==> config.mk <==
export PLATFORM = sky130hd
export DESIGN_NAME = apu_code_ram
export DESIGN_NICKNAME = d
export VERILOG_FILES = /design/src/apu_pkg.sv /design/src/apu_code_ram.sv
export SDC_FILE = /design/constraint.sdc
export NUM_CORES = 2
export LEC_CHECK = 0
export BUFFER_PORTS_ARGS = -buffer_cell sky130_fd_sc_hd__buf_2
export CORE_MARGIN = 2
export CORE_UTILIZATION = 40
export CTS_CLUSTER_DIAMETER = 60
export CTS_CLUSTER_SIZE = 12
export DETAILED_ROUTE_END_ITERATION = 8
export GPL_ROUTABILITY_DRIVEN = 1
export HOLD_SLACK_MARGIN = 0.12
export PLACE_DENSITY = 0.58
export SLEW_MARGIN = 40
export SYNTH_ARGS = -nofsm -noshare
export SYNTH_HDL_FRONTEND = slang
export SYNTH_SLANG_ARGS = --single-unit
==> constraint.sdc <==
create_clock -name clk -period 8.2 [get_ports clk]
set_clock_uncertainty 0.1 [all_clocks]
set_input_delay 1.64 -clock clk [delete_from_list [all_inputs] [get_ports clk]]
set_output_delay 1.64 -clock clk [all_outputs]
set_load 0.02 [all_outputs]
==> src/apu_pkg.sv <==
`default_nettype none

package apu_pkg;

	localparam int data_w = 8;	// register and alu width
	localparam int gpr_n = 16;	// general registers
	localparam int op_w = 16;	// instruction word

	// halt instruction, also forced while apu_halt is high
	localparam logic [op_w-1:0] halt_op = '1;

	// opcode classes in bits 15..12
	localparam logic [3:0] cls_alu_imm = 4'd6;	// top of the imm range 0..6, fn in 14..12
	localparam logic [3:0] cls_unary = 4'd7;	// op in bits 7..6
	localparam logic [3:0] cls_alu_reg = 4'd8;	// fn in bits 6..4
	localparam logic [3:0] cls_jr = 4'd9;
	localparam logic [3:0] cls_out = 4'd10;
	localparam logic [3:0] cls_wait = 4'd11;

	// alu functions
	localparam logic [2:0] fn_ld = 3'd0;
	localparam logic [2:0] fn_and = 3'd1;
	localparam logic [2:0] fn_or = 3'd2;
	localparam logic [2:0] fn_xor = 3'd3;
	localparam logic [2:0] fn_add = 3'd4;
	localparam logic [2:0] fn_tst = 3'd5;	// and, flags only
	localparam logic [2:0] fn_cmp = 3'd6;	// sub, flags only
	localparam logic [2:0] fn_sub = 3'd7;	// reg form only

	// unary ops
	localparam logic [1:0] un_inc = 2'd0;
	localparam logic [1:0] un_dec = 2'd1;
	localparam logic [1:0] un_cpl = 2'd2;
	localparam logic [1:0] un_neg = 2'd3;

	// out ports, bits 7..4
	localparam logic [3:0] port_border = 4'd0;
	localparam logic [3:0] port_covox = 4'd1;
	localparam logic [3:0] port_timer = 4'd2;

	// wait pins, bits 4..0
	localparam logic [4:0] pin_one = 5'd0;
	localparam logic [4:0] pin_timer = 5'd1;

	typedef struct packed {
		logic z;
		logic c;	// carry or borrow
		logic n;	// result bit 7
	} alu_flags_t;

	typedef struct packed {
		logic [3:0] cls;
		logic [2:0] fn;
		logic [3:0] dst;
		logic [3:0] src;
		logic use_imm;
		logic [data_w-1:0] imm;	// also unary op and jump offset
		logic wr_dst;
		logic wr_flags;
		logic [3:0] port;
		logic port_wr;
		logic jr;
		logic [3:0] cond;
		logic wait_en;
		logic [4:0] pin;
		logic inv;
	} apu_ctrl_t;

endpackage

`default_nettype wire

==> src/apu_code_ram.sv <==
`timescale 1ns/100ps
`default_nettype none

module apu_code_ram #(
	parameter int code_aw = 8
) (
	input wire clk,
	input wire arst_n,
	input wire code_wen,
	input wire [apu_pkg::data_w-1:0] code_wdata,
	input wire [code_aw:0] code_waddr,
	input wire [code_aw-1:0] rd_addr,	// pc_next from sequencer
	output logic [apu_pkg::op_w-1:0] opcode_r
);
	import apu_pkg::*;

	logic [data_w-1:0] lo_byte;	// even byte waits for its pair
	logic [op_w-1:0] mem [2**code_aw];

	always_ff @(posedge clk)
		if (code_wen && !code_waddr[0])
			lo_byte <= code_wdata;

	// odd byte completes the word
	always_ff @(posedge clk)
		if (code_wen && code_waddr[0])
			mem[code_waddr[code_aw:1]] <= {code_wdata, lo_byte};

	// registered read, next instruction fetched during the current one
	always_ff @(posedge clk or negedge arst_n)
		if (!arst_n)
			opcode_r <= halt_op;
		else
			opcode_r <= mem[rd_addr];

endmodule

`default_nettype wire

==> metrics.txt <==
Netlist cell types=73; CTS tree=done; Cell Area, Synth=160000 µm²; Async S/R FF share, synth=0.00388; sink of the worst hold path=mem[157][6]$_DFFE_PP_; Worst Tran Pin Value=1.00 ns; CTS clk-pin slew, worst paths=0.06 ns; worst stage delay on the critical path=0.73 ns; post-route insts no fill=13200; Mapped Nets=7487; hold_sp=lo_byte[6]$_DFFE_PP_; Crit. End Element=flip-flop; grt total ovfl=0; status=complete, no violations; I/O Buffers=43; RSZ-0062 raised after global routing=false; CP Class=input port to flip-flop; DIE HEIGHT=636 µm; DRC=0; r2r worst-path depth=6; Avg WL per Cell=33.8 µm; CTS resizes=0; Lkg Pwr=0.0559 µW; number of global-route vias before repair=78600; DIE AREA=405000 µm²; post-route setup TNS=0 ns; CP arrival=5.94 ns; Syn Inst Count=7459; number of flops mapped to enable cells by yosys=4104; VDD IR max=0.000169 V; Num CTS Buffers=392; area growth from synthesis to final layout=12.2%; 1st-pass router iterations=9; Hold Fails Final Rpt=0; FF-to-FF setup slack=4.79 ns; most used flip-flop cell after synthesis=edfxtp_1; initial antenna violation count=39; max_cap viols=0; placed cell count=12700; f_max=193 MHz; Critical Path RT=8.95 ns; post-synthesis sequential area ratio=0.773; Sink Count=4120; first-pass GRT wire length=624000 µm; Via-to-Cell Ratio=6.01; post-synth top area cell=edfxtp_1; CP most frequent cell=buf_12; critical path launch point type=input port; final setup violation count=0; Routed Antenna Nets=0; Max Slew Vio Count=0; layout cells sized above 1=0.242; Core Box Area=399000 µm²; pwr dens=234 nW/µm²; CP max stage cell=mux2i_1; Yosys reg bits=4120; Slew headroom=0.327; hold_buf cts=0; Synth area leaders=edfxtp_1 (77%), mux4_2 (11%), mux2i_1 (3.5%); Worst R2R End=opcode_r[14]$_DFF_PN1_; worst reg2reg startpoint=mem[180][14]$_DFFE_PP_; clk_lat worst skew=0.97 ns; Tmin final=5.19 ns; Synth warnings=0; hpwl dp=270000 µm; Max Buffers Root-to-Sink=4; CTS H-Tree Depth=5; total vias in the final route=79600; Die W=636 µm; routability cong.=0.912; drt total wl=448000 µm; crit path max fanout=63; Synth Area per Inst=21.4 µm²; Boundary Pins=44; row cnt=232; initial core utilization=0.401; final period utilization=0.632; fin nets=7877; CP Cell Sequence=buf_12, buf_12, buf_4, mux4_1, mux4_2, mux2i_1, o21ai_0, nor3_1, nor4_1; post-CTS setup buffers=0; largest net degree at the start of global routing=189; DRT iter0 DRCs=10300; total track usage=0.217; Hold WC Path Type=flip-flop to flip-flop; CTS root buf=clkbuf_16; Yosys top cell area share=0.771; Worst Hold Depth=1
==> area by class of cell <==
cell class                 count  area [µm²]
clock inverter                47         679
clock buffer                 455       10200
tap                         5265        6590
timing repair buffer         446        4280
inverter                       4        27.5
fill                       33100      219000
multi-input combinational   2885       34000
antenna                       25        62.6
sequential                  4120      124000
==> synthesized netlist by cell type, types with 6 or more instances <==
library cell and n:
edfxtp_1 4104, mux4_2 784, mux2i_1 562, nor2_1 329
o22ai_1 180, clkbuf_1 153, o221ai_1 153, nor3_1 140
nand2_1 136, buf_2 112, a21oi_1 108, buf_6 83
o21ai_0 81, a221oi_1 48, buf_8 43, mux4_1 35
nand3_1 35, a22oi_1 34, a22o_1 29, nand4_1 27
mux2_2 25, a211oi_1 24, buf_4 24, nor4_1 23
buf_1 21, dfstp_2 16, or3_1 14, nor2b_1 13
buf_12 12, a211o_1 8, a2111oi_0 6, o311ai_0 6
==> worst max-delay path, delay by kind of cell <==
kind	cells	cell delay (ns)
multiplexers	3	1.90
buffers and inverters	3	1.28
AND/OR/NAND/NOR	2	0.69
AO/OA/AOI/OAI	1	0.26
==> power by group <==
group / internal [µW] / switching, µW
registers: 23200 / 61.7
logic: 721 / 1540
clock network: 8920 / 7490
total: 32900 / 9100
==> flip-flops by register name, summed over array words and instances, names as in the netlist <==
signal,cells
opcode_r,16
lo_byte,8
mem,4096
==> layout by cell type (no fill, tap or decap), drive strengths merged, types with 6 or more instances in the layout <==
master	netlist	routed
inv	4	16
dfstp	16	16
clkbuf	155	456
a211oi	24	24
clkinv	0	26
buf	295	444
nand3	35	35
nor3	140	140
a22oi	34	34
a211o	8	8
nor4	23	23
o22ai	183	183
o311ai	6	6
a221oi	48	48
nor2	330	330
mux2	25	25
a2111oi	7	7
a21oi	108	108
mux2i	562	562
nand2	136	136
or3	14	14
edfxtp	4104	4104
diode	0	25
bufinv	0	7
a22o	29	29
o221ai	154	154
nand4	27	27
mux4	819	819
nor2b	13	13
o21ai	81	81
==> worst max-delay path by stage <==
stage,startpoint,endpoint,cells after the start
final,rd_addr[0],opcode_r[0]$_DFF_PN1_,9
after global routing,rd_addr[0],opcode_r[0]$_DFF_PN1_,9
after detailed placement,rd_addr[0],opcode_r[0]$_DFF_PN1_,9
after floorplan,lo_byte[0]$_DFFE_PP_,mem[0][0]$_DFFE_PP_,0
after CTS,rd_addr[0],opcode_r[0]$_DFF_PN1_,9
after global placement,rd_addr[0],opcode_r[5]$_DFF_PN1_,8
==> routing by layer <==
| layer | global-route usage | routed length [µm] |
|---|---|---|
| met5 | 0 | 239 |
| met3 | 0.0431 | 39900 |
| met1 | 0.302 | 180000 |
| met4 | 0.0771 | 16900 |
| met2 | 0.340 | 211000 |
==> cell families after synthesis <==
group                  count (synthesis)  share of synthesized area
buffers and inverters                454                     0.0204
AOI/OAI and AO/OA                    718                     0.0317
muxes                               1406                      0.153
DFF                                 4120                      0.773
and+or+nand+nor                      761                     0.0215
==> per-stage QoR <==
step	utilization	hold slack, ns	setup WS [ns]	power, µW	area, µm²
4_1_cts	0.449	0.787	3.20	42200	179000
6_report	0.450	0.747	3.01	42000	179000
3_5_place_dp	0.422	0.792	2.17	26000	168000
2_1_floorplan	-	0.670	4.05	25000	160000
5_1_grt	0.450	0.795	3.05	43100	179000
3_3_place_gp	0.420	0.728	1.51	25900	167000
Note: power is estimated with default switching activity, not from simulation.
