## config.mk

```make
export PLATFORM = sky130hd
export DESIGN_NAME = apu_seq
export DESIGN_NICKNAME = d
export VERILOG_FILES = /design/src/apu_pkg.sv /design/src/apu_seq.sv
export SDC_FILE = /design/constraint.sdc
export NUM_CORES = 1
export LEC_CHECK = 0
export BUFFER_PORTS_ARGS = -buffer_cell sky130_fd_sc_hd__buf_2
export CAP_MARGIN = 30
export CORE_MARGIN = 8
export CORE_UTILIZATION = 35
export DETAILED_ROUTE_END_ITERATION = 10
export GPL_TIMING_DRIVEN = 0
export PLACE_DENSITY_LB_ADDON = 0.12
export REMOVE_ABC_BUFFERS = 1
export SLEW_MARGIN = 10
export SYNTH_ARGS = -nofsm -noshare
export SYNTH_HDL_FRONTEND = slang
export SYNTH_SLANG_ARGS = --single-unit
```

## constraint.sdc

```tcl
create_clock -name clk -period 2.78 [get_ports clk]
set_input_delay 0.417 -clock clk [delete_from_list [all_inputs] [get_ports clk]]
set_output_delay 0.417 -clock clk [all_outputs]
set_load 0.02 [all_outputs]
```

## src/apu_pkg.sv

```systemverilog
`default_nettype none

package apu_pkg;

	localparam int data_w = 8;	// register and alu width
	localparam int gpr_n = 16;	// general registers
	localparam int op_w = 16;	// instruction word

	// halt instruction, also forced while apu_halt is high
	localparam logic [op_w-1:0] halt_op = '1;

	// opcode classes in bits 15..12
	localparam logic [3:0] cls_alu_imm = 4'd6;	// top of the imm range 0..6, fn in 14..12
	localparam logic [3:0] cls_unary = 4'd7;	// op in bits 7..6
	localparam logic [3:0] cls_alu_reg = 4'd8;	// fn in bits 6..4
	localparam logic [3:0] cls_jr = 4'd9;
	localparam logic [3:0] cls_out = 4'd10;
	localparam logic [3:0] cls_wait = 4'd11;

	// alu functions
	localparam logic [2:0] fn_ld = 3'd0;
	localparam logic [2:0] fn_and = 3'd1;
	localparam logic [2:0] fn_or = 3'd2;
	localparam logic [2:0] fn_xor = 3'd3;
	localparam logic [2:0] fn_add = 3'd4;
	localparam logic [2:0] fn_tst = 3'd5;	// and, flags only
	localparam logic [2:0] fn_cmp = 3'd6;	// sub, flags only
	localparam logic [2:0] fn_sub = 3'd7;	// reg form only

	// unary ops
	localparam logic [1:0] un_inc = 2'd0;
	localparam logic [1:0] un_dec = 2'd1;
	localparam logic [1:0] un_cpl = 2'd2;
	localparam logic [1:0] un_neg = 2'd3;

	// out ports, bits 7..4
	localparam logic [3:0] port_border = 4'd0;
	localparam logic [3:0] port_covox = 4'd1;
	localparam logic [3:0] port_timer = 4'd2;

	// wait pins, bits 4..0
	localparam logic [4:0] pin_one = 5'd0;
	localparam logic [4:0] pin_timer = 5'd1;

	typedef struct packed {
		logic z;
		logic c;	// carry or borrow
		logic n;	// result bit 7
	} alu_flags_t;

	typedef struct packed {
		logic [3:0] cls;
		logic [2:0] fn;
		logic [3:0] dst;
		logic [3:0] src;
		logic use_imm;
		logic [data_w-1:0] imm;	// also unary op and jump offset
		logic wr_dst;
		logic wr_flags;
		logic [3:0] port;
		logic port_wr;
		logic jr;
		logic [3:0] cond;
		logic wait_en;
		logic [4:0] pin;
		logic inv;
	} apu_ctrl_t;

endpackage

`default_nettype wire

```

## src/apu_seq.sv

```systemverilog
`timescale 1ns/100ps
`default_nettype none

module apu_seq #(
	parameter int code_aw = 8
) (
	input wire clk,
	input wire arst_n,
	input wire apu_halt,
	input wire [apu_pkg::op_w-1:0] opcode_r,
	input wire apu_pkg::apu_ctrl_t ctrl,
	input wire apu_pkg::alu_flags_t flags,
	input wire timer_end,
	output logic [apu_pkg::op_w-1:0] opcode,
	output logic [code_aw-1:0] pc_next,
	output logic apu_rdy
);
	import apu_pkg::*;

	logic [code_aw-1:0] pc;
	logic [op_w-1:0] rel;	// sign-extended jump offset
	logic cond_ok;
	logic pin_val;

	assign opcode = apu_halt ? halt_op : opcode_r;	// halted core sees halt
	assign rel = {{(op_w-data_w){ctrl.imm[data_w-1]}}, ctrl.imm};

	always_comb
		case (ctrl.cond)
			4'd0: cond_ok = 1'b1;
			4'd1: cond_ok = flags.z;
			4'd2: cond_ok = flags.c;
			4'd3: cond_ok = !flags.z;
			4'd4: cond_ok = !flags.c && !flags.z;	// above
			4'd5: cond_ok = flags.c || flags.z;	// below or same
			4'd6: cond_ok = !flags.c;
			4'd7: cond_ok = flags.n;
			4'd8: cond_ok = !flags.n;
			default: cond_ok = 1'b0;	// 9..15 never
		endcase

	always_comb
		case (ctrl.pin)
			pin_one: pin_val = 1'b1;
			pin_timer: pin_val = timer_end;
			default: pin_val = 1'b0;
		endcase

	always_comb
		if (apu_halt)
			pc_next = '0;	// keeps word 0 in opcode_r for restart
		else if (opcode == halt_op)
			pc_next = pc;	// parked until halt toggles
		else if (ctrl.jr && cond_ok)
			pc_next = pc + rel[code_aw-1:0];	// relative to own pc
		else if (ctrl.wait_en && !(pin_val ^ ctrl.inv))
			pc_next = pc;	// stall on pin
		else
			pc_next = pc + 1'b1;

	always_ff @(posedge clk or negedge arst_n)
		if (!arst_n)
		begin
			pc <= '0;
			apu_rdy <= 1'b0;
		end
		else
		begin
			pc <= pc_next;
			apu_rdy <= (opcode == halt_op);
		end

endmodule

`default_nettype wire

```

==> metrics.md <==
| Metric | Value |
|---|---|
| Maximum Capacitance Violations | `0` |
| Netlist cell types | `46` |
| Complex-gate fraction of the synthesized area | `0.248` |
| Final Max Tran Viols | `0` |
| TritonCTS Buffers | `3` |
| Drt pass-1 iters | `4` |
| Fin Clk Skew | `0.00400 ns` |
| Finished Layout Cells | `258` |
| First-pass GRT wire length | `between 6000 and 7000 um` |
| Starting Density | `0.357` |
| Diode count | `0` |
| WL final | `3980 um` |
| Largest delay share family, worst path | `compound AO/OA/AOI/OAI gates` |
| Power density over the cells | `between 300 and 400 mW/mm2` |
| Top cells by count, synth | `or2_2 (16), dfrtp_1 (9)` |
| Outcome | `finished with violations` |
| Top post-synthesis cells by area | `dfrtp_1 (19%), ha_1 (8.5%), or2_2 (8.5%)` |
| Die footprint | `approximately 0.0055 mm2` |
| Vias in the first global route | `1326` |
| Slowest stage delay, CP | `~0.4 ns` |
| Antenna violations before repair | `0` |
| GRT Overall Usage | `0.140` |
| Ys async rst share | `1.00` |
| PortBufs | `67` |
| RSZ-0062 raised after global routing | `yes` |
| Largest net degree at the start of global routing | `27` |
| CP Data Required Time | `2.36 ns` |
| Clock buffer depth | `2` |
| Setup-failing EPs final | `1` |
| CTS H-tree lvls | `1` |
| Final Hold Fails | `0` |
| Final antenna-violating net count | `0` |
| Adder-cell area share of the yosys netlist | `0.102` |
| VDD IR max | `0.000171 V` |
| Post-route minimum period | `2.80 ns` |
| Main synth FF type | `dfrtp_1` |
| Top cell type's share of synthesized area | `0.192` |
| Worst path arrival time | `2.39 ns` |
| Register area share after synthesis | `0.192` |
| Vias | `1387` |
| Layout Utilization | `0.523` |
| Worst Hold Class | `in -> async` |
| Initial DRC count | `44` |
| Die Span X | `73.9 um` |
| Mapped Cells | `139` |
| DP Area | `0.00154 mm2` |
| Main combinational cell family by area after synthesis | `simple AND/OR/NAND/NOR gates` |
| Hold_ws | `0.525 ns` |
| Setup TNS | `-0.0224 ns` |
| Failing checks | `setup timing` |
| Area Overhead vs Synth | `46.5%` |
| Placed cell count | `248` |
| Post-Layout Inst Area | `roughly 0.0017 mm2` |
| Layout cells sized above 1 | `0.533` |
| NumNets Final | `288` |
| Mux share of post-synthesis cell area | `0.0256` |
| Dpl hpwl | `3110 um` |
| Final Cycle Share | `1.01` |
| Synth Area in Simple Gates | `0.344` |
| Worst-path clk slew | `0.07 ns` |
| CP endpoint kind | `primary output` |
| Leakage | `around 0.00077 uW` |
| WP buf/inv | `1` |
| Cell chain of the critical path | `ha_4 > fa_2 > a21o_1 > a311o_1 > a21oi_2 > xnor2_1 > nand3_1 > a41oi_2 > buf_4` |
| Count leader, synth | `or2_2` |
| Die Ht | `73.9 um` |
| Gpl congestion | `0.821` |
| Synth Area in XOR/XNOR | `0.0522` |
| Fmax achieved | `between 0.3 and 0.4 GHz` |
| EDFF count, synth | `0` |
| Mapped Area | `0.00117 mm2` |
| Slew headroom | `0.628` |
| Detail-routed via count per cell | `5.38` |
| Number of warnings issued by yosys | `0` |
| GRT Residual Overflow | `0` |
| Crit Path Max Fanout | `2` |
| CP max-delay cell | `dfrtp_1` |
| Startpoint Class | `flop` |
| Largest area contributor in the netlist | `dfrtp_1` |
| CTS tree | `done` |
| WL/cell | `15.4 um` |
| CTS Sinks | `9` |
| I/O pin count | `a little over 90` |
| Seq cells post-synth | `9` |
| Worst Max-Slew Pin Slew | `0.553 ns` |
| CTS root buf | `clkbuf_4` |
| Row Count | `21` |
| Core Area | `about 0.0033 mm2` |
| Final worst setup slack | `-0.0224 ns` |
| Syn avg cell area | `8.44 um2` |
| CP Class | `reg -> out` |
| # DRC | `0` |
| Clock Latency Late Sink | `0.27 ns` |
==> logic make-up (layout without fill, tap and decap cells) <==
group                    count (synthesis)  after routing
multiplexers                             3              3
XOR/XNOR                                 7              7
adder cells (fa/ha/maj)                  9              9
buffers and inverters                    9             82
flip-flops                               9              9
AO/OA/AOI/OAI                           39             39
AND/OR/NAND/NOR                         63             63
==> report_power, final <==
part	switching (uW)	internal [uW]	leakage [uW]
Clock	57.4	53.4	0.0000177
Combinational	142	130	0.000637
Sequential	11.6	142	0.000115
==> timing repair <==
| item | 4_1_cts | 5_1_grt |
|---|---|---|
| buffers inserted | 2 | 3 |
| resized for setup | 15 | 3 |
| pin swaps | 11 | 5 |
| hold buffers | 1 | 0 |
| endpoints found under the hold margin | 6 | 0 |
| setup endpoints to repair | 4 | 4 |
==> per-layer routing <==
layer  routed length [um]  GRT usage  vias to the layer above
met5                    0          0                        -
met4                   33     0.0244                        0
met3                  268     0.0546                        6
met2                 2090      0.236                       36
met1                 1580      0.164                      666
li1                     -          -                      679
==> state kept, by name (all words and copies together), names as in the netlist <==
signal,flops
apu_rdy,1
pc,8
==> path summary, 6_finish.rpt <==
check | from | end | slack, ns | cells after the start
max reg2reg | pc[0] | pc[6] | 0.76 | 8
max | pc[0] | pc_next[6] | -0.02 | 9
min | arst_n | apu_rdy | 0.52 | 2
min in group clk | pc[5] | pc[5] | 0.59 | 2
max in group asynchronous | arst_n | pc[2] | 2.05 | 2
min reg2reg | pc[5] | pc[5] | 0.59 | 2
==> area by class of cell <==
type	instances	area, um2
Timing Repair Buffer	74	394
Sequential cell	9	229
Tap cell	46	57.6
Multi-Input combinational cell	121	996
Fill cell	323	1570
Inverter	4	15.0
Clock buffer	3	22.5
Clock inverter	1	5.00
==> layout by cell type (no fill, tap or decap), types with 6 or more instances in the layout <==
cell type	count
xnor2_1	6
buf_4	8
dfrtp_1	6
buf_2	64
a21oi_1	6
nand3_1	8
nand4_1	8
or2_2	16
o21ai_0	6
==> through the flow <==
step | total power, uW | worst slack [ns]
after floorplan | 302 | 0.0912
after global placement | 386 | -0.160
after detailed placement | 392 | -0.187
after CTS | 531 | -0.0419
after global routing | 575 | -0.133
final | 535 | -0.0224
Power figures use the tool's default switching activity.
