===== src/apu_pkg.sv =====
`default_nettype none

package apu_pkg;

	localparam int data_w = 8;	// register and alu width
	localparam int gpr_n = 16;	// general registers
	localparam int op_w = 16;	// instruction word

	// halt instruction, also forced while apu_halt is high
	localparam logic [op_w-1:0] halt_op = '1;

	// opcode classes in bits 15..12
	localparam logic [3:0] cls_alu_imm = 4'd6;	// top of the imm range 0..6, fn in 14..12
	localparam logic [3:0] cls_unary = 4'd7;	// op in bits 7..6
	localparam logic [3:0] cls_alu_reg = 4'd8;	// fn in bits 6..4
	localparam logic [3:0] cls_jr = 4'd9;
	localparam logic [3:0] cls_out = 4'd10;
	localparam logic [3:0] cls_wait = 4'd11;

	// alu functions
	localparam logic [2:0] fn_ld = 3'd0;
	localparam logic [2:0] fn_and = 3'd1;
	localparam logic [2:0] fn_or = 3'd2;
	localparam logic [2:0] fn_xor = 3'd3;
	localparam logic [2:0] fn_add = 3'd4;
	localparam logic [2:0] fn_tst = 3'd5;	// and, flags only
	localparam logic [2:0] fn_cmp = 3'd6;	// sub, flags only
	localparam logic [2:0] fn_sub = 3'd7;	// reg form only

	// unary ops
	localparam logic [1:0] un_inc = 2'd0;
	localparam logic [1:0] un_dec = 2'd1;
	localparam logic [1:0] un_cpl = 2'd2;
	localparam logic [1:0] un_neg = 2'd3;

	// out ports, bits 7..4
	localparam logic [3:0] port_border = 4'd0;
	localparam logic [3:0] port_covox = 4'd1;
	localparam logic [3:0] port_timer = 4'd2;

	// wait pins, bits 4..0
	localparam logic [4:0] pin_one = 5'd0;
	localparam logic [4:0] pin_timer = 5'd1;

	typedef struct packed {
		logic z;
		logic c;	// carry or borrow
		logic n;	// result bit 7
	} alu_flags_t;

	typedef struct packed {
		logic [3:0] cls;
		logic [2:0] fn;
		logic [3:0] dst;
		logic [3:0] src;
		logic use_imm;
		logic [data_w-1:0] imm;	// also unary op and jump offset
		logic wr_dst;
		logic wr_flags;
		logic [3:0] port;
		logic port_wr;
		logic jr;
		logic [3:0] cond;
		logic wait_en;
		logic [4:0] pin;
		logic inv;
	} apu_ctrl_t;

endpackage

`default_nettype wire


===== src/apu_io.sv =====
`timescale 1ns/100ps
`default_nettype none

module apu_io (
	input wire clk,
	input wire arst_n,
	input wire apu_pkg::apu_ctrl_t ctrl,
	input wire [apu_pkg::data_w-1:0] rd_dst,
	output logic [5:0] apu_border,
	output logic apu_border_we,
	output logic [apu_pkg::data_w-1:0] apu_covox,
	output logic apu_covox_we,
	output logic timer_end
);
	import apu_pkg::*;

	logic wr_border;
	logic wr_covox;
	logic wr_timer;
	logic [data_w-1:0] timer;	// countdown

	assign wr_border = ctrl.port_wr && (ctrl.port == port_border);
	assign wr_covox = ctrl.port_wr && (ctrl.port == port_covox);
	assign wr_timer = ctrl.port_wr && (ctrl.port == port_timer);
	assign timer_end = (timer == '0);

	always_ff @(posedge clk or negedge arst_n)
		if (!arst_n)
		begin
			apu_border_we <= 1'b0;
			apu_covox_we <= 1'b0;
			timer <= '0;
		end
		else
		begin
			apu_border_we <= wr_border;	// one cycle, with data
			apu_covox_we <= wr_covox;
			if (wr_timer)
				timer <= rd_dst;
			else if (!timer_end)
				timer <= timer - 1'b1;
		end

	// port values, valid with their strobe
	always_ff @(posedge clk)
	begin
		if (wr_border)
			apu_border <= rd_dst[5:0];	// low 6 bits only
		if (wr_covox)
			apu_covox <= rd_dst;
	end

endmodule

`default_nettype wire


===== config.mk =====
export PLATFORM = sky130hd
export DESIGN_NAME = apu_io
export DESIGN_NICKNAME = d
export VERILOG_FILES = /design/src/apu_pkg.sv /design/src/apu_io.sv
export SDC_FILE = /design/constraint.sdc
export NUM_CORES = 1
export LEC_CHECK = 0
export BUFFER_PORTS_ARGS = -buffer_cell sky130_fd_sc_hd__buf_2
export CAP_MARGIN = 10
export CORE_AREA = 2 2 52 54
export CTS_CLUSTER_SIZE = 14
export DETAILED_ROUTE_END_ITERATION = 12
export DIE_AREA = 0 0 54 56
export GPL_ROUTABILITY_DRIVEN = 0
export HOLD_SLACK_MARGIN = 0.02
export PLACE_DENSITY = 0.81
export SLEW_MARGIN = 15
export SYNTH_ARGS = -nofsm -noshare
export SYNTH_HDL_FRONTEND = slang
export SYNTH_SLANG_ARGS = --single-unit

===== constraint.sdc =====
create_clock -name clk -period 3.3 [get_ports clk]
set_input_delay 0.66 -clock clk [delete_from_list [all_inputs] [get_ports clk]]
set_output_delay 0.66 -clock clk [all_outputs]
set_load 0.005 [all_outputs]

==> metrics.md <==
| Metric | Value |
|---|---|
| Result of the run | `completed` |
| Final routed wire length divided by cell count | `13.75 um` |
| Count of synthesis-stage warnings from yosys | `0` |
| #FFs+latches synth | `24` |
| Placed wire-length estimate after detailed placement | `1556 um` |
| Net count of the mapped netlist | `135` |
| Max Fanout on Critical Path | `9` |
| Total vias in the final route | `758` |
| Overall die area | `3024 um^2` |
| Setup tns final | `0 ns` |
| Final critical-path setup slack | `0.6807 ns` |
| Final routed DRC violation total | `0` |
| Global routing usage summed across all routing layers | `14.80%` |
| Netlist cell types | `26` |
| Clock tree from TritonCTS | `yes` |
| Clock root buffer | `sky130_fd_sc_hd__clkbuf_4` |
| Post-Syn Area | `1023 um^2` |
| Fraction of post-synthesis cell area in the top cell type by area | `41.08%` |
| Initial core utilization | `42.08%` |
| Count of port buffers added during placement | `31` |
| Hold Path Class | `input pin to async pin` |
| Number of global-route vias before repair | `774` |
| Fraction of layout instances using a drive strength above 1 | `34.21%` |
| Sort of element at the start of the critical path | `flop` |
| Clock transition at the registers of the reported paths | `0.13 ns` |
| Overall die height | `56 um` |
| Antenna diode instance count | `0` |
| Fin crit period | `2.619 ns` |
| Final Hold Vio Count | `0` |
| Max-capacitance violation count | `0` |
| Pre-CTS worst setup slack | `1.018 ns` |
| Top cells by count, synth | `14 x sky130_fd_sc_hd__edfxtp_1, 10 x sky130_fd_sc_hd__dfrtp_1, 10 x sky130_fd_sc_hd__nor3_1, 5 x sky130_fd_sc_hd__a31oi_1, 5 x sky130_fd_sc_hd__o31ai_1` |
| Sum of overflow across all layers after global routing | `0` |
| Worst hold margin | `0.1847 ns` |
| Placement Rows | `18` |
| Share of the core filled with cells | `52.11%` |
| Power Dens Cells | `677.9 nW/um^2` |
| Post-synthesis area per instance | `12.64 um^2` |
| Nets | `169` |
| Post-CTS setup buffer count | `0` |
| Number of enable flip-flop cells after synthesis | `14` |
| Drt first pass iters | `2` |
| Peak per-stage delay on the critical path | `0.61 ns` |
| Share of the yosys chip area belonging to registers | `65.53%` |
| Maximum ir drop on the vdd rail | `0.3016 mV` |
| Clock buffer count from CTS | `3` |
| Achievable Freq | `381.8 MHz` |
| Number of antenna-violating nets in the routed design | `0` |
| Cell Chain, Critical Path | `inv_1, ha_1, or4b_1, nor2_1, buf_2` |
| Worst slew margin relative to its limit | `69.83%` |
| Lkg Pwr | `0.0004996 uW` |
| Total clock sinks | `24` |
| Cell types with the largest area share after synthesis | `sky130_fd_sc_hd__edfxtp_1 41%, sky130_fd_sc_hd__dfrtp_1 24%, sky130_fd_sc_hd__nor3_1 4.9%` |
| Clock latency at the later pin of the worst-skew pair | `0.31 ns` |
| Ys async rst share | `41.67%` |
| Req. time, crit path | `2.64 ns` |
| Most common cell in the synthesized netlist | `sky130_fd_sc_hd__edfxtp_1` |
| Initial antenna violation count | `0` |
| Post-DR vias/cell | `5.264` |
| Critical Path Slowest Stage Cell | `sky130_fd_sc_hd__or4b_1` |
| Top_reg_cell synth | `sky130_fd_sc_hd__edfxtp_1` |
| Arrival time reported for the critical path endpoint | `1.96 ns` |
| Transition time at the pin with the least slew margin | `0.4515 ns` |
| Worst path bufs/invs | `2` |
| Setup Skew | `0.004207 ns` |
| Area added between synthesis and finish | `23.84%` |
| Classification of the worst setup path | `flop to primary output` |
| Cell class contributing the biggest share of worst-path delay | `simple AND/OR/NAND/NOR gates` |
| Number of gates resized after cts | `0` |
| Setup repair after global routing missed its margin | `no` |
| Final cycle utilization of the critical path | `79.37%` |
| First-pass GRT wire length | `3353 um` |
| Hold-fix buffer count after cts | `0` |
| Largest area contributor in the netlist | `sky130_fd_sc_hd__edfxtp_1` |
| Area of the core | `2432 um^2` |
| Maximum number of pins on one net before global-route repair | `15` |
| Die span in x | `54 um` |
| Detailed Route Iter0 Violations | `5` |
| Number of instances in the synthesized netlist | `81` |
| Ports placed on the boundary | `70` |
| Number of max-slew violations in the final report | `0` |
| CTS H-tree depth | `1` |
| Setup-failing EPs final | `0` |
| Deepest clock path buffer count | `2` |
| Routed wire length | `1980 um` |
| Worst setup EP type | `primary output` |
through the flow:
| step | total power, uW | instances | area, um^2 |
|---|---|---|---|
| after detailed placement | 658.1 | 140 | 1215 |
| final | 859.2 | 144 | 1267 |
| after global routing | 915.9 | 144 | 1267 |
| after floorplan | 597.8 | 81 | 1023 |
| after global placement | 642.1 | 140 | 1215 |
| after CTS | 861.9 | 144 | 1267 |
flip-flops by register name, summed over array words and instances (netlist names):
signal	count
apu_covox	8
timer	8
apu_border	6
apu_border_we	1
apu_covox_we	1
power by group:
group          switching (uW)  internal, uW
clock                    86.3           123
sequential               70.9           373
combinational            97.9           109
total                     255           604
per-layer routing:
layer / wire (um) / GRT usage, % / part of all wire [%] / up-vias
li1: - / - / - / 375
met1: 775 / 16.49 / 39 / 356
met2: 1046 / 26.13 / 53 / 25
met3: 131 / 2.419 / 6.6 / 2
met4: 27 / 7.143 / 1.4 / 0
met5: 0 / 0 / 0 / -
layout make-up:
class	instances	area, um^2
Tap cell	30	37.54
Timing Repair Buffer	33	170.2
Fill cell	220	1165
Clock inverter	1	30.03
Inverter	2	7.507
Clock buffer	3	22.52
Multi-Input combinational cell	51	329.1
Sequential cell	24	670.6
final timing paths:
| path | slack (ns) | from | endpoint | depth (start not counted) |
|---|---|---|---|---|
| min in group clk | 0.53 | rd_dst[6] | apu_covox[6]$_DFFE_PP_ | 1 |
| max reg2reg | 1.43 | timer[0]$_DFFE_PN0P_ | timer[0]$_DFFE_PN0P_ | 5 |
| max | 0.68 | timer[0]$_DFFE_PN0P_ | timer_end | 5 |
| min | 0.18 | arst_n | timer[2]$_DFFE_PN0P_ | 1 |
| max in group asynchronous | 2.92 | arst_n | timer[0]$_DFFE_PN0P_ | 1 |
| min reg2reg | 0.61 | timer[7]$_DFFE_PN0P_ | timer[7]$_DFFE_PN0P_ | 2 |
cells by family after synthesis:
family	synth area share [%]
AO/OA/AOI/OAI	10.15
XOR/XNOR	0.8559
adder cells (fa/ha/maj)	1.222
buffers and inverters	2.322
flip-flops	65.53
AND/OR/NAND/NOR	19.93
layout by cell type (no fill, tap or decap), types with 3 or more instances in the layout:
cell type / synthesis / layout
sky130_fd_sc_hd__nor2_1: 3 / 3
sky130_fd_sc_hd__dfrtp_1: 10 / 10
sky130_fd_sc_hd__nand3_1: 3 / 3
sky130_fd_sc_hd__nor3b_1: 3 / 3
sky130_fd_sc_hd__buf_2: 1 / 31
sky130_fd_sc_hd__nand4b_1: 3 / 3
sky130_fd_sc_hd__nor3_1: 10 / 10
sky130_fd_sc_hd__a31oi_1: 5 / 5
sky130_fd_sc_hd__o31ai_1: 5 / 5
sky130_fd_sc_hd__clkbuf_4: 0 / 3
sky130_fd_sc_hd__edfxtp_1: 14 / 14
Power figures use the tool's default switching activity.
