===== src/apu_pkg.sv =====
`default_nettype none

package apu_pkg;

	localparam int data_w = 8;	// register and alu width
	localparam int gpr_n = 16;	// general registers
	localparam int op_w = 16;	// instruction word

	// halt instruction, also forced while apu_halt is high
	localparam logic [op_w-1:0] halt_op = '1;

	// opcode classes in bits 15..12
	localparam logic [3:0] cls_alu_imm = 4'd6;	// top of the imm range 0..6, fn in 14..12
	localparam logic [3:0] cls_unary = 4'd7;	// op in bits 7..6
	localparam logic [3:0] cls_alu_reg = 4'd8;	// fn in bits 6..4
	localparam logic [3:0] cls_jr = 4'd9;
	localparam logic [3:0] cls_out = 4'd10;
	localparam logic [3:0] cls_wait = 4'd11;

	// alu functions
	localparam logic [2:0] fn_ld = 3'd0;
	localparam logic [2:0] fn_and = 3'd1;
	localparam logic [2:0] fn_or = 3'd2;
	localparam logic [2:0] fn_xor = 3'd3;
	localparam logic [2:0] fn_add = 3'd4;
	localparam logic [2:0] fn_tst = 3'd5;	// and, flags only
	localparam logic [2:0] fn_cmp = 3'd6;	// sub, flags only
	localparam logic [2:0] fn_sub = 3'd7;	// reg form only

	// unary ops
	localparam logic [1:0] un_inc = 2'd0;
	localparam logic [1:0] un_dec = 2'd1;
	localparam logic [1:0] un_cpl = 2'd2;
	localparam logic [1:0] un_neg = 2'd3;

	// out ports, bits 7..4
	localparam logic [3:0] port_border = 4'd0;
	localparam logic [3:0] port_covox = 4'd1;
	localparam logic [3:0] port_timer = 4'd2;

	// wait pins, bits 4..0
	localparam logic [4:0] pin_one = 5'd0;
	localparam logic [4:0] pin_timer = 5'd1;

	typedef struct packed {
		logic z;
		logic c;	// carry or borrow
		logic n;	// result bit 7
	} alu_flags_t;

	typedef struct packed {
		logic [3:0] cls;
		logic [2:0] fn;
		logic [3:0] dst;
		logic [3:0] src;
		logic use_imm;
		logic [data_w-1:0] imm;	// also unary op and jump offset
		logic wr_dst;
		logic wr_flags;
		logic [3:0] port;
		logic port_wr;
		logic jr;
		logic [3:0] cond;
		logic wait_en;
		logic [4:0] pin;
		logic inv;
	} apu_ctrl_t;

endpackage

`default_nettype wire


===== src/apu_alu.sv =====
`timescale 1ns/100ps
`default_nettype none

module apu_alu (
	input wire apu_pkg::apu_ctrl_t ctrl,
	input wire [apu_pkg::data_w-1:0] rd_dst,
	input wire [apu_pkg::data_w-1:0] rd_src,
	output logic [apu_pkg::data_w-1:0] alu_res,
	output apu_pkg::alu_flags_t alu_flags
);
	import apu_pkg::*;

	logic [data_w-1:0] arg;
	logic [data_w:0] sum;	// top bit is carry or borrow

	assign arg = ctrl.use_imm ? ctrl.imm : rd_src;

	always_comb
		if (ctrl.cls == cls_unary)
			case (ctrl.imm[7:6])	// operates on dst in place
				un_inc: sum = {1'b0, rd_dst} + 1'b1;
				un_dec: sum = {1'b0, rd_dst} - 1'b1;	// borrow on 0
				un_cpl: sum = {1'b0, ~rd_dst};
				un_neg: sum = '0 - {1'b0, rd_dst};	// borrow unless 0
			endcase
		else
			case (ctrl.fn)
				fn_ld: sum = {1'b0, arg};
				fn_and, fn_tst: sum = {1'b0, rd_dst & arg};
				fn_or: sum = {1'b0, rd_dst | arg};
				fn_xor: sum = {1'b0, rd_dst ^ arg};
				fn_add: sum = {1'b0, rd_dst} + {1'b0, arg};
				fn_cmp, fn_sub: sum = {1'b0, rd_dst} - {1'b0, arg};
			endcase

	assign alu_res = sum[data_w-1:0];
	assign alu_flags = '{z: (alu_res == '0), c: sum[data_w], n: alu_res[data_w-1]};

endmodule

`default_nettype wire


===== config.mk =====
export PLATFORM = sky130hd
export DESIGN_NAME = apu_alu
export DESIGN_NICKNAME = d
export VERILOG_FILES = /design/src/apu_pkg.sv /design/src/apu_alu.sv
export SDC_FILE = /design/constraint.sdc
export NUM_CORES = 1
export LEC_CHECK = 0
export ABC_CLOCK_PERIOD_IN_PS = 3320
export BUFFER_PORTS_ARGS = -buffer_cell sky130_fd_sc_hd__buf_4
export CAP_MARGIN = 30
export CELL_PAD_IN_SITES_DETAIL_PLACEMENT = 0
export CELL_PAD_IN_SITES_GLOBAL_PLACEMENT = 2
export CORE_MARGIN = 2
export CORE_UTILIZATION = 28
export DETAILED_ROUTE_END_ITERATION = 12
export GPL_TIMING_DRIVEN = 0
export PLACE_DENSITY = 0.85
export SLEW_MARGIN = 0
export SYNTH_ARGS = -nofsm -noshare
export SYNTH_HDL_FRONTEND = slang
export SYNTH_SLANG_ARGS = --single-unit

===== constraint.sdc =====
create_clock -name vclk -period 3.32
set_input_delay 0.166 -clock vclk [all_inputs]
set_output_delay 0.166 -clock vclk [all_outputs]
set_load 0.01 [all_outputs]

==> results of run 1 <==
==> cell usage in the layout (no fill, tap or decap), types with 2 or more instances in the layout <==
master,n
o221ai_1,2
mux2i_4,4
nor3_1,6
nor2b_1,3
nand3_1,5
a31oi_1,4
nor4b_1,2
nor4_1,2
ha_1,30
o31ai_1,6
nor3b_1,2
inv_2,2
a221oi_1,2
o21ai_2,3
a21o_1,2
o41ai_2,2
a31o_1,2
xnor2_1,13
a211oi_1,4
o22ai_1,6
o21a_1,2
inv_1,20
and4b_1,2
or3_1,2
ha_2,2
a22oi_1,2
nand2b_1,8
nand4b_1,2
nor2_1,29
mux2i_1,7
o21ai_0,10
nand2_1,15
buf_4,58
xor2_1,5
a21oi_1,21
==> per-stage QoR <==
stage / total power [mW] / util, %
2_1_floorplan: 0.318 / -
3_3_place_gp: 0.462 / 34.5
3_5_place_dp: 0.463 / 34.5
4_1_cts: 0.481 / 35.3
5_1_grt: 0.596 / 38.4
6_report: 0.535 / 38.4
==> cells in the mapped netlist, types with 3 or more instances <==
library cell / n
a21oi_1: 21
a31oi_1: 5
o31ai_1: 6
o22ai_1: 7
nor2b_1: 3
buf_4: 7
mux2i_1: 11
a211oi_1: 4
o21ai_0: 13
inv_1: 22
nor3_1: 7
nor2_1: 29
or3_1: 3
xor2_1: 5
nand2b_1: 8
nand2_1: 16
nand3_1: 5
ha_1: 33
xnor2_1: 13
==> power by group through the flow <==
stage	Clock [mW]	Combinational (mW)	Sequential [mW]
final	0	0.535	0
after global routing	0	0.596	0
after CTS	0	0.481	0
after detailed placement	0	0.463	0
after global placement	0	0.462	0
after floorplan	0	0.318	0
==> cells by family after synthesis <==
family,Yosys count
simple gates,87
xor+xnor,18
fa+ha+maj,35
buf+inv,34
compound gates,80
mux,13
==> worst min-delay path by stage <==
stage	cells past startpoint	endpoint	start	slack [ps]
after global routing	4	alu_res[0]	rd_dst[0]	840
after floorplan	2	alu_res[0]	rd_dst[0]	550
final	4	alu_res[0]	rd_dst[0]	810
after detailed placement	4	alu_res[0]	rd_dst[0]	800
after global placement	4	alu_res[0]	rd_dst[0]	810
after CTS	4	alu_res[0]	rd_dst[0]	800
==> critical path: cells and delay by family <==
| kind | cells | cell delay, ps |
|---|---|---|
| compound gates | 4 | 530 |
| buf+inv | 3 | 340 |
| fa+ha+maj | 2 | 780 |
| mux | 1 | 330 |
| simple gates | 4 | 900 |
==> layer usage <==
metal / track usage (%) / up-vias / share of wire (%) / wire [um]
met1: 21.7 / 984 / 48 / 2820
met3: 0 / 0 / 3.5 / 209
met4: 0.284 / 0 / 0 / 0
li1: - / 1089 / - / -
met5: 0 / - / 0 / 0
met2: 28.6 / 36 / 49 / 2880
==> final cells by class <==
class              count  area, um^2
fillers              720        4140
multi-input cells    233        1880
repair buffers        52         403
plain buffers         12         109
well taps             80         100
inverters             22        82.6
==> what timing repair did <==
item                                    CTS  global route
setup buffers                             2            11
pin swaps                                 2            14
gates cloned                              0             0
endpoints found under the setup margin    4             4
gates resized for setup                   9            24
hold buffers                              0             0
==> impl_metrics.py, run 1 <==
metrics = {
    "global_route": {
        "grt_overflow": 0,
        "grt_start_max_net_pins": 11,
        "grtUsageTotal_pct": 15.6,
        "antenna_found_initial": 0,
        "grt_pass1_wl_mm": 9.74,
        "grt_pass1_vias": 2058,
    },
    "worst_setup_path": {
        "slowest_delay_ps": 540,
        "cp-start-kind": "input port",
        "arrival_ps": 3040,
        "required_ps": 3150,
        "cp_cell_sequence": "buf_16 -> mux2i_4 -> ha_4 -> nand2_1 -> o21ai_2 -> fa_2 -> inv_1 -> a21boi_1 -> o22ai_1 -> a31o_1 -> or3_4 -> nand4bb_4 -> nor4_4 -> buf_4",
        "crit_fanout": 8,
        "slowest_stage": "fa_2",
        "worstSetupPathType": "input port to output pin",
        "crit_start": "ctrl[27]",
        "endpoint": "alu_flags[2]",
        "critPathCaptureType": "output pin",
    },
    "pwr": {
        "seq_power_share_pct": 0,
        "switching_share_pct": 51.5,
        "power.switching_mw": 0.276,
        "p_leak_nw": 1.16,
        "clkPwrFrac_pct": 0,
        "p_per_area_nw_per_um2": 208,
        "ir_drop_mv": 0.0817,
        "internal_power_mw": 0.260,
        "combinationalPowerShare_pct": 100.0,
    },
    "timing": {
        "slew_headroom_pct": 52.1,
        "fin_tns_setup_ps": 0,
        "setup_viol": 0,
        "min_period_ps": 3200,
        "slew_viol_final": 0,
        "worst_slack_ps": 118,
        "worst_slew_pin_slew_ps": 709,
        "max_freq_ghz": 0.312,
        "holdWs_ps": 809,
        "post-route-period-util_pct": 96.4,
        "hold_viol": 0,
    },
    "place": {
        "port_buffers": 39,
        "dp.final_hpwl_mm": 4.81,
        "pre_cts_ws_ps": -329,
        "gp_congestion": 0.856,
        "dpl.cell_count": 386,
        "place_area_um2": 2320,
    },
    "logic_synthesis": {
        "synth.area.mux_share_pct": 7.48,
        "yosys.area_share.simple_pct": 23.8,
        "syn_inst": 267,
        "synth_area_um2": 1920,
        "synth.avg_cell_area_um2": 7.20,
        "synth-seq-area-share_pct": 0,
        "yosys_warnings": 0,
        "synth-compound-area-share_pct": 27.8,
        "synthTopCellsByArea": "ha_1 21%, xnor2_1 5.9%, mux2i_1 5.7%",
        "synth-adder-area-share_pct": 23.6,
        "synth_area_leader_cell": "ha_1",
        "synth_top_family_by_area": "compound AO/OA/AOI/OAI gates",
        "syn_nets": 361,
        "synth_xor_area_share_pct": 8.20,
        "synth_top_area_share_pct": 21.5,
        "synth_cell_types": 54,
    },
    "die": {
        "dieArea_um2": 7550,
        "io_pins": 70,
        "start_util_pct": 28.6,
        "die_h_um": 86.9,
        "coreArea_um2": 6720,
        "die_w_um": 86.9,
        "rows": 30,
    },
    "cells_and_area": {
        "areaGrowthSynthToFinish_pct": 34.1,
        "instances_no_fill": 399,
        "layout-drive-gt1-share_pct": 28.5,
        "clkbuf_count": 0,
        "nFlopsAndLatches": 0,
        "seqCellArea_um2": 0,
        "nets": 415,
        "stdcell_area_um2": 2580,
        "n_antenna_cell": 0,
    },
    "drt": {
        "wl_per_cell_um": 14.8,
        "viasPerCell": 5.29,
        "ant_nets": 0,
        "wl_mm": 5.91,
        "firstDrtPassIters": 4,
        "vias": 2109,
        "drt_iter0_markers": 144,
        "drc_errors": 0,
    },
    "hold_path": {
        "hp-class": "input port to output pin",
    },
    "status": {
        "outcome": "completed",
    },
    "flow_run": {
        "cap_violations": 0,
    },
}
No activity file was read; power rests on OpenSTA's default activity.
==> run 2: changes to the inputs <==
--- a/config.mk
+++ b/config.mk
@@ -5,16 +5,16 @@
 export SDC_FILE = /design/constraint.sdc
 export NUM_CORES = 1
 export LEC_CHECK = 0
-export ABC_CLOCK_PERIOD_IN_PS = 3320
+export ABC_CLOCK_PERIOD_IN_PS = 2750
 export BUFFER_PORTS_ARGS = -buffer_cell sky130_fd_sc_hd__buf_4
 export CAP_MARGIN = 30
 export CELL_PAD_IN_SITES_DETAIL_PLACEMENT = 0
 export CELL_PAD_IN_SITES_GLOBAL_PLACEMENT = 2
 export CORE_MARGIN = 2
-export CORE_UTILIZATION = 28
+export CORE_UTILIZATION = 25
 export DETAILED_ROUTE_END_ITERATION = 12
 export GPL_TIMING_DRIVEN = 0
-export PLACE_DENSITY = 0.85
+export PLACE_DENSITY = 0.8
 export SLEW_MARGIN = 0
 export SYNTH_ARGS = -nofsm -noshare
 export SYNTH_HDL_FRONTEND = slang
==> constraint.sdc (replaced) <==
create_clock -name vclk -period 2.75
set_input_delay 0.1375 -clock vclk [all_inputs]
set_output_delay 0.1375 -clock vclk [all_outputs]
set_load 0.01 [all_outputs]
==> run 2 against run 1 <==
The flow now finishes with violations (negative setup slack). Non-clock buffer count is 7 higher. Worst setup slack worse by 370 ps. Core utilization is 0.57 points lower. Die area is 11% higher. Final area is 8.1% higher. Worst hold slack worse by 45 ps. Combinational power is 37% higher. Via count is 2.4% higher. Largest power group unchanged.
==> impl_metrics.py, run 2 (synthesized netlist as in run 1, its figures left out) <==
metrics = {
    "worst_setup_path": {
        "worstSetupPathType": "input port to output pin",
        "crit_fanout": 6,
        "cp-start-kind": "input port",
        "arrival_ps": 2860,
        "crit_start": "ctrl[27]",
        "required_ps": 2610,
        "endpoint": "alu_flags[2]",
        "critPathCaptureType": "output pin",
    },
    "timing": {
        "rsz0062_at_grt": "true",
        "holdWs_ps": 764,
        "hold_viol": 0,
        "slew_headroom_pct": 52.9,
        "post-route-period-util_pct": 109,
        "setup_viol": 3,
        "max_freq_ghz": 0.333,
        "min_period_ps": 3000,
        "slew_viol_final": 0,
        "worst_slack_ps": -250,
        "fin_tns_setup_ps": -629,
        "worst_slew_pin_slew_ps": 697,
    },
    "drt": {
        "vias": 2160,
        "ant_nets": 0,
        "drt_iter0_markers": 119,
        "viasPerCell": 5.08,
        "firstDrtPassIters": 4,
        "wl_per_cell_um": 15.6,
        "drc_errors": 0,
        "wl_mm": 6.63,
    },
    "die": {
        "coreArea_um2": 7370,
        "io_pins": 70,
        "die_w_um": 91.7,
        "die_h_um": 91.7,
        "dieArea_um2": 8410,
        "start_util_pct": 26.1,
        "rows": 31,
    },
    "flow_run": {
        "cap_violations": 0,
    },
    "place": {
        "dpl.cell_count": 405,
        "gp_congestion": 0.859,
        "port_buffers": 39,
        "dp.final_hpwl_mm": 5.06,
    },
    "pwr": {
        "seq_power_share_pct": 0,
        "p_leak_nw": 1.21,
        "combinationalPowerShare_pct": 100.0,
        "switching_share_pct": 51.5,
        "p_per_area_nw_per_um2": 263,
        "internal_power_mw": 0.355,
        "clkPwrFrac_pct": 0,
        "power.switching_mw": 0.378,
        "ir_drop_mv": 0.0577,
    },
    "cts": {
        "cts_hold_buf": 0,
    },
    "global_route": {
        "grt_pass1_wl_mm": 10.5,
        "antenna_found_initial": 0,
        "grt_overflow": 0,
        "grt_pass1_vias": 2213,
        "grt_start_max_net_pins": 11,
        "grtUsageTotal_pct": 14.9,
    },
    "cells_and_area": {
        "seqCellArea_um2": 0,
        "final_cell_mix": "66 x buf_4, 29 x ha_1, 27 x nor2_1",
        "nFlopsAndLatches": 0,
        "n_antenna_cell": 0,
        "instances_no_fill": 425,
        "clkbuf_count": 0,
        "areaGrowthSynthToFinish_pct": 44.9,
        "layout_commonest_cell": "buf_4",
        "layout-drive-gt1-share_pct": 37.4,
        "nets": 422,
    },
    "status": {
        "outcome": "finished, violations left",
        "failed_checks": "negative setup slack",
    },
    "hold_path": {
        "hp-class": "input port to output pin",
    },
}
-- run 2: repair_timing --
action / CTS / global route
pin swaps: 10 / 21
endpoints found under the setup margin: 6 / 7
resized for setup: 15 / 38
endpoints found under the hold margin: 0 / 0
buffers inserted: 12 / 8
-- run 2: layout make-up --
type | instances | area, um^2
fillers | 803 | 4580
multi-input cells | 233 | 2030
repair buffers | 59 | 443
well taps | 99 | 124
plain buffers | 12 | 109
inverters | 22 | 82.6
-- run 2: stage by stage --
step | worst slack [ps] | utilization, % | power, mW | instance area [um^2]
5_1_grt | -419 | 37.8 | 0.799 | 2790
3_5_place_dp | -661 | 32.5 | 0.579 | 2390
3_3_place_gp | -648 | 32.5 | 0.577 | 2390
6_report | -250 | 37.8 | 0.733 | 2790
4_1_cts | -283 | 34.7 | 0.633 | 2560
2_1_floorplan | -111 | - | 0.398 | 1980
-- run 2: power by group through the flow --
stage,sequential [mW],combinational (mW),clock (mW)
3_3_place_gp,0,0.577,0
5_1_grt,0,0.799,0
2_1_floorplan,0,0.398,0
3_5_place_dp,0,0.579,0
4_1_cts,0,0.633,0
6_report,0,0.733,0
-- run 2: critical path, stage by stage --
cell and delay [ps]:
buf_16 110, mux2i_4 270, ha_1 270, nand2_1 80, o21ai_2 80, fa_2 530, inv_1 50, a21boi_1 120
o22ai_1 100, a31o_1 230, or3_4 370, nand4bb_4 210, nor4_2 150, buf_4 160
-- run 2: per-layer routing --
metal | vias to the layer above | GRT usage, % | part of all wire (%)
met1 | 1009 | 19.8 | 45
met2 | 43 | 27.9 | 50
met5 | - | 0 | 0
li1 | 1104 | - | -
met3 | 4 | 0.493 | 3.9
met4 | 0 | 0.746 | 0.41
-- run 2: worst min-delay path by stage --
stage / startpoint / to / slack, ps / cells past startpoint
after global routing: rd_dst[0] / alu_res[0] / 840 / 4
after global placement: rd_dst[0] / alu_res[0] / 750 / 4
after detailed placement: rd_dst[0] / alu_res[0] / 760 / 4
final: rd_dst[0] / alu_res[0] / 760 / 4
after CTS: rd_dst[0] / alu_res[0] / 770 / 4
after floorplan: rd_dst[0] / alu_res[0] / 500 / 2
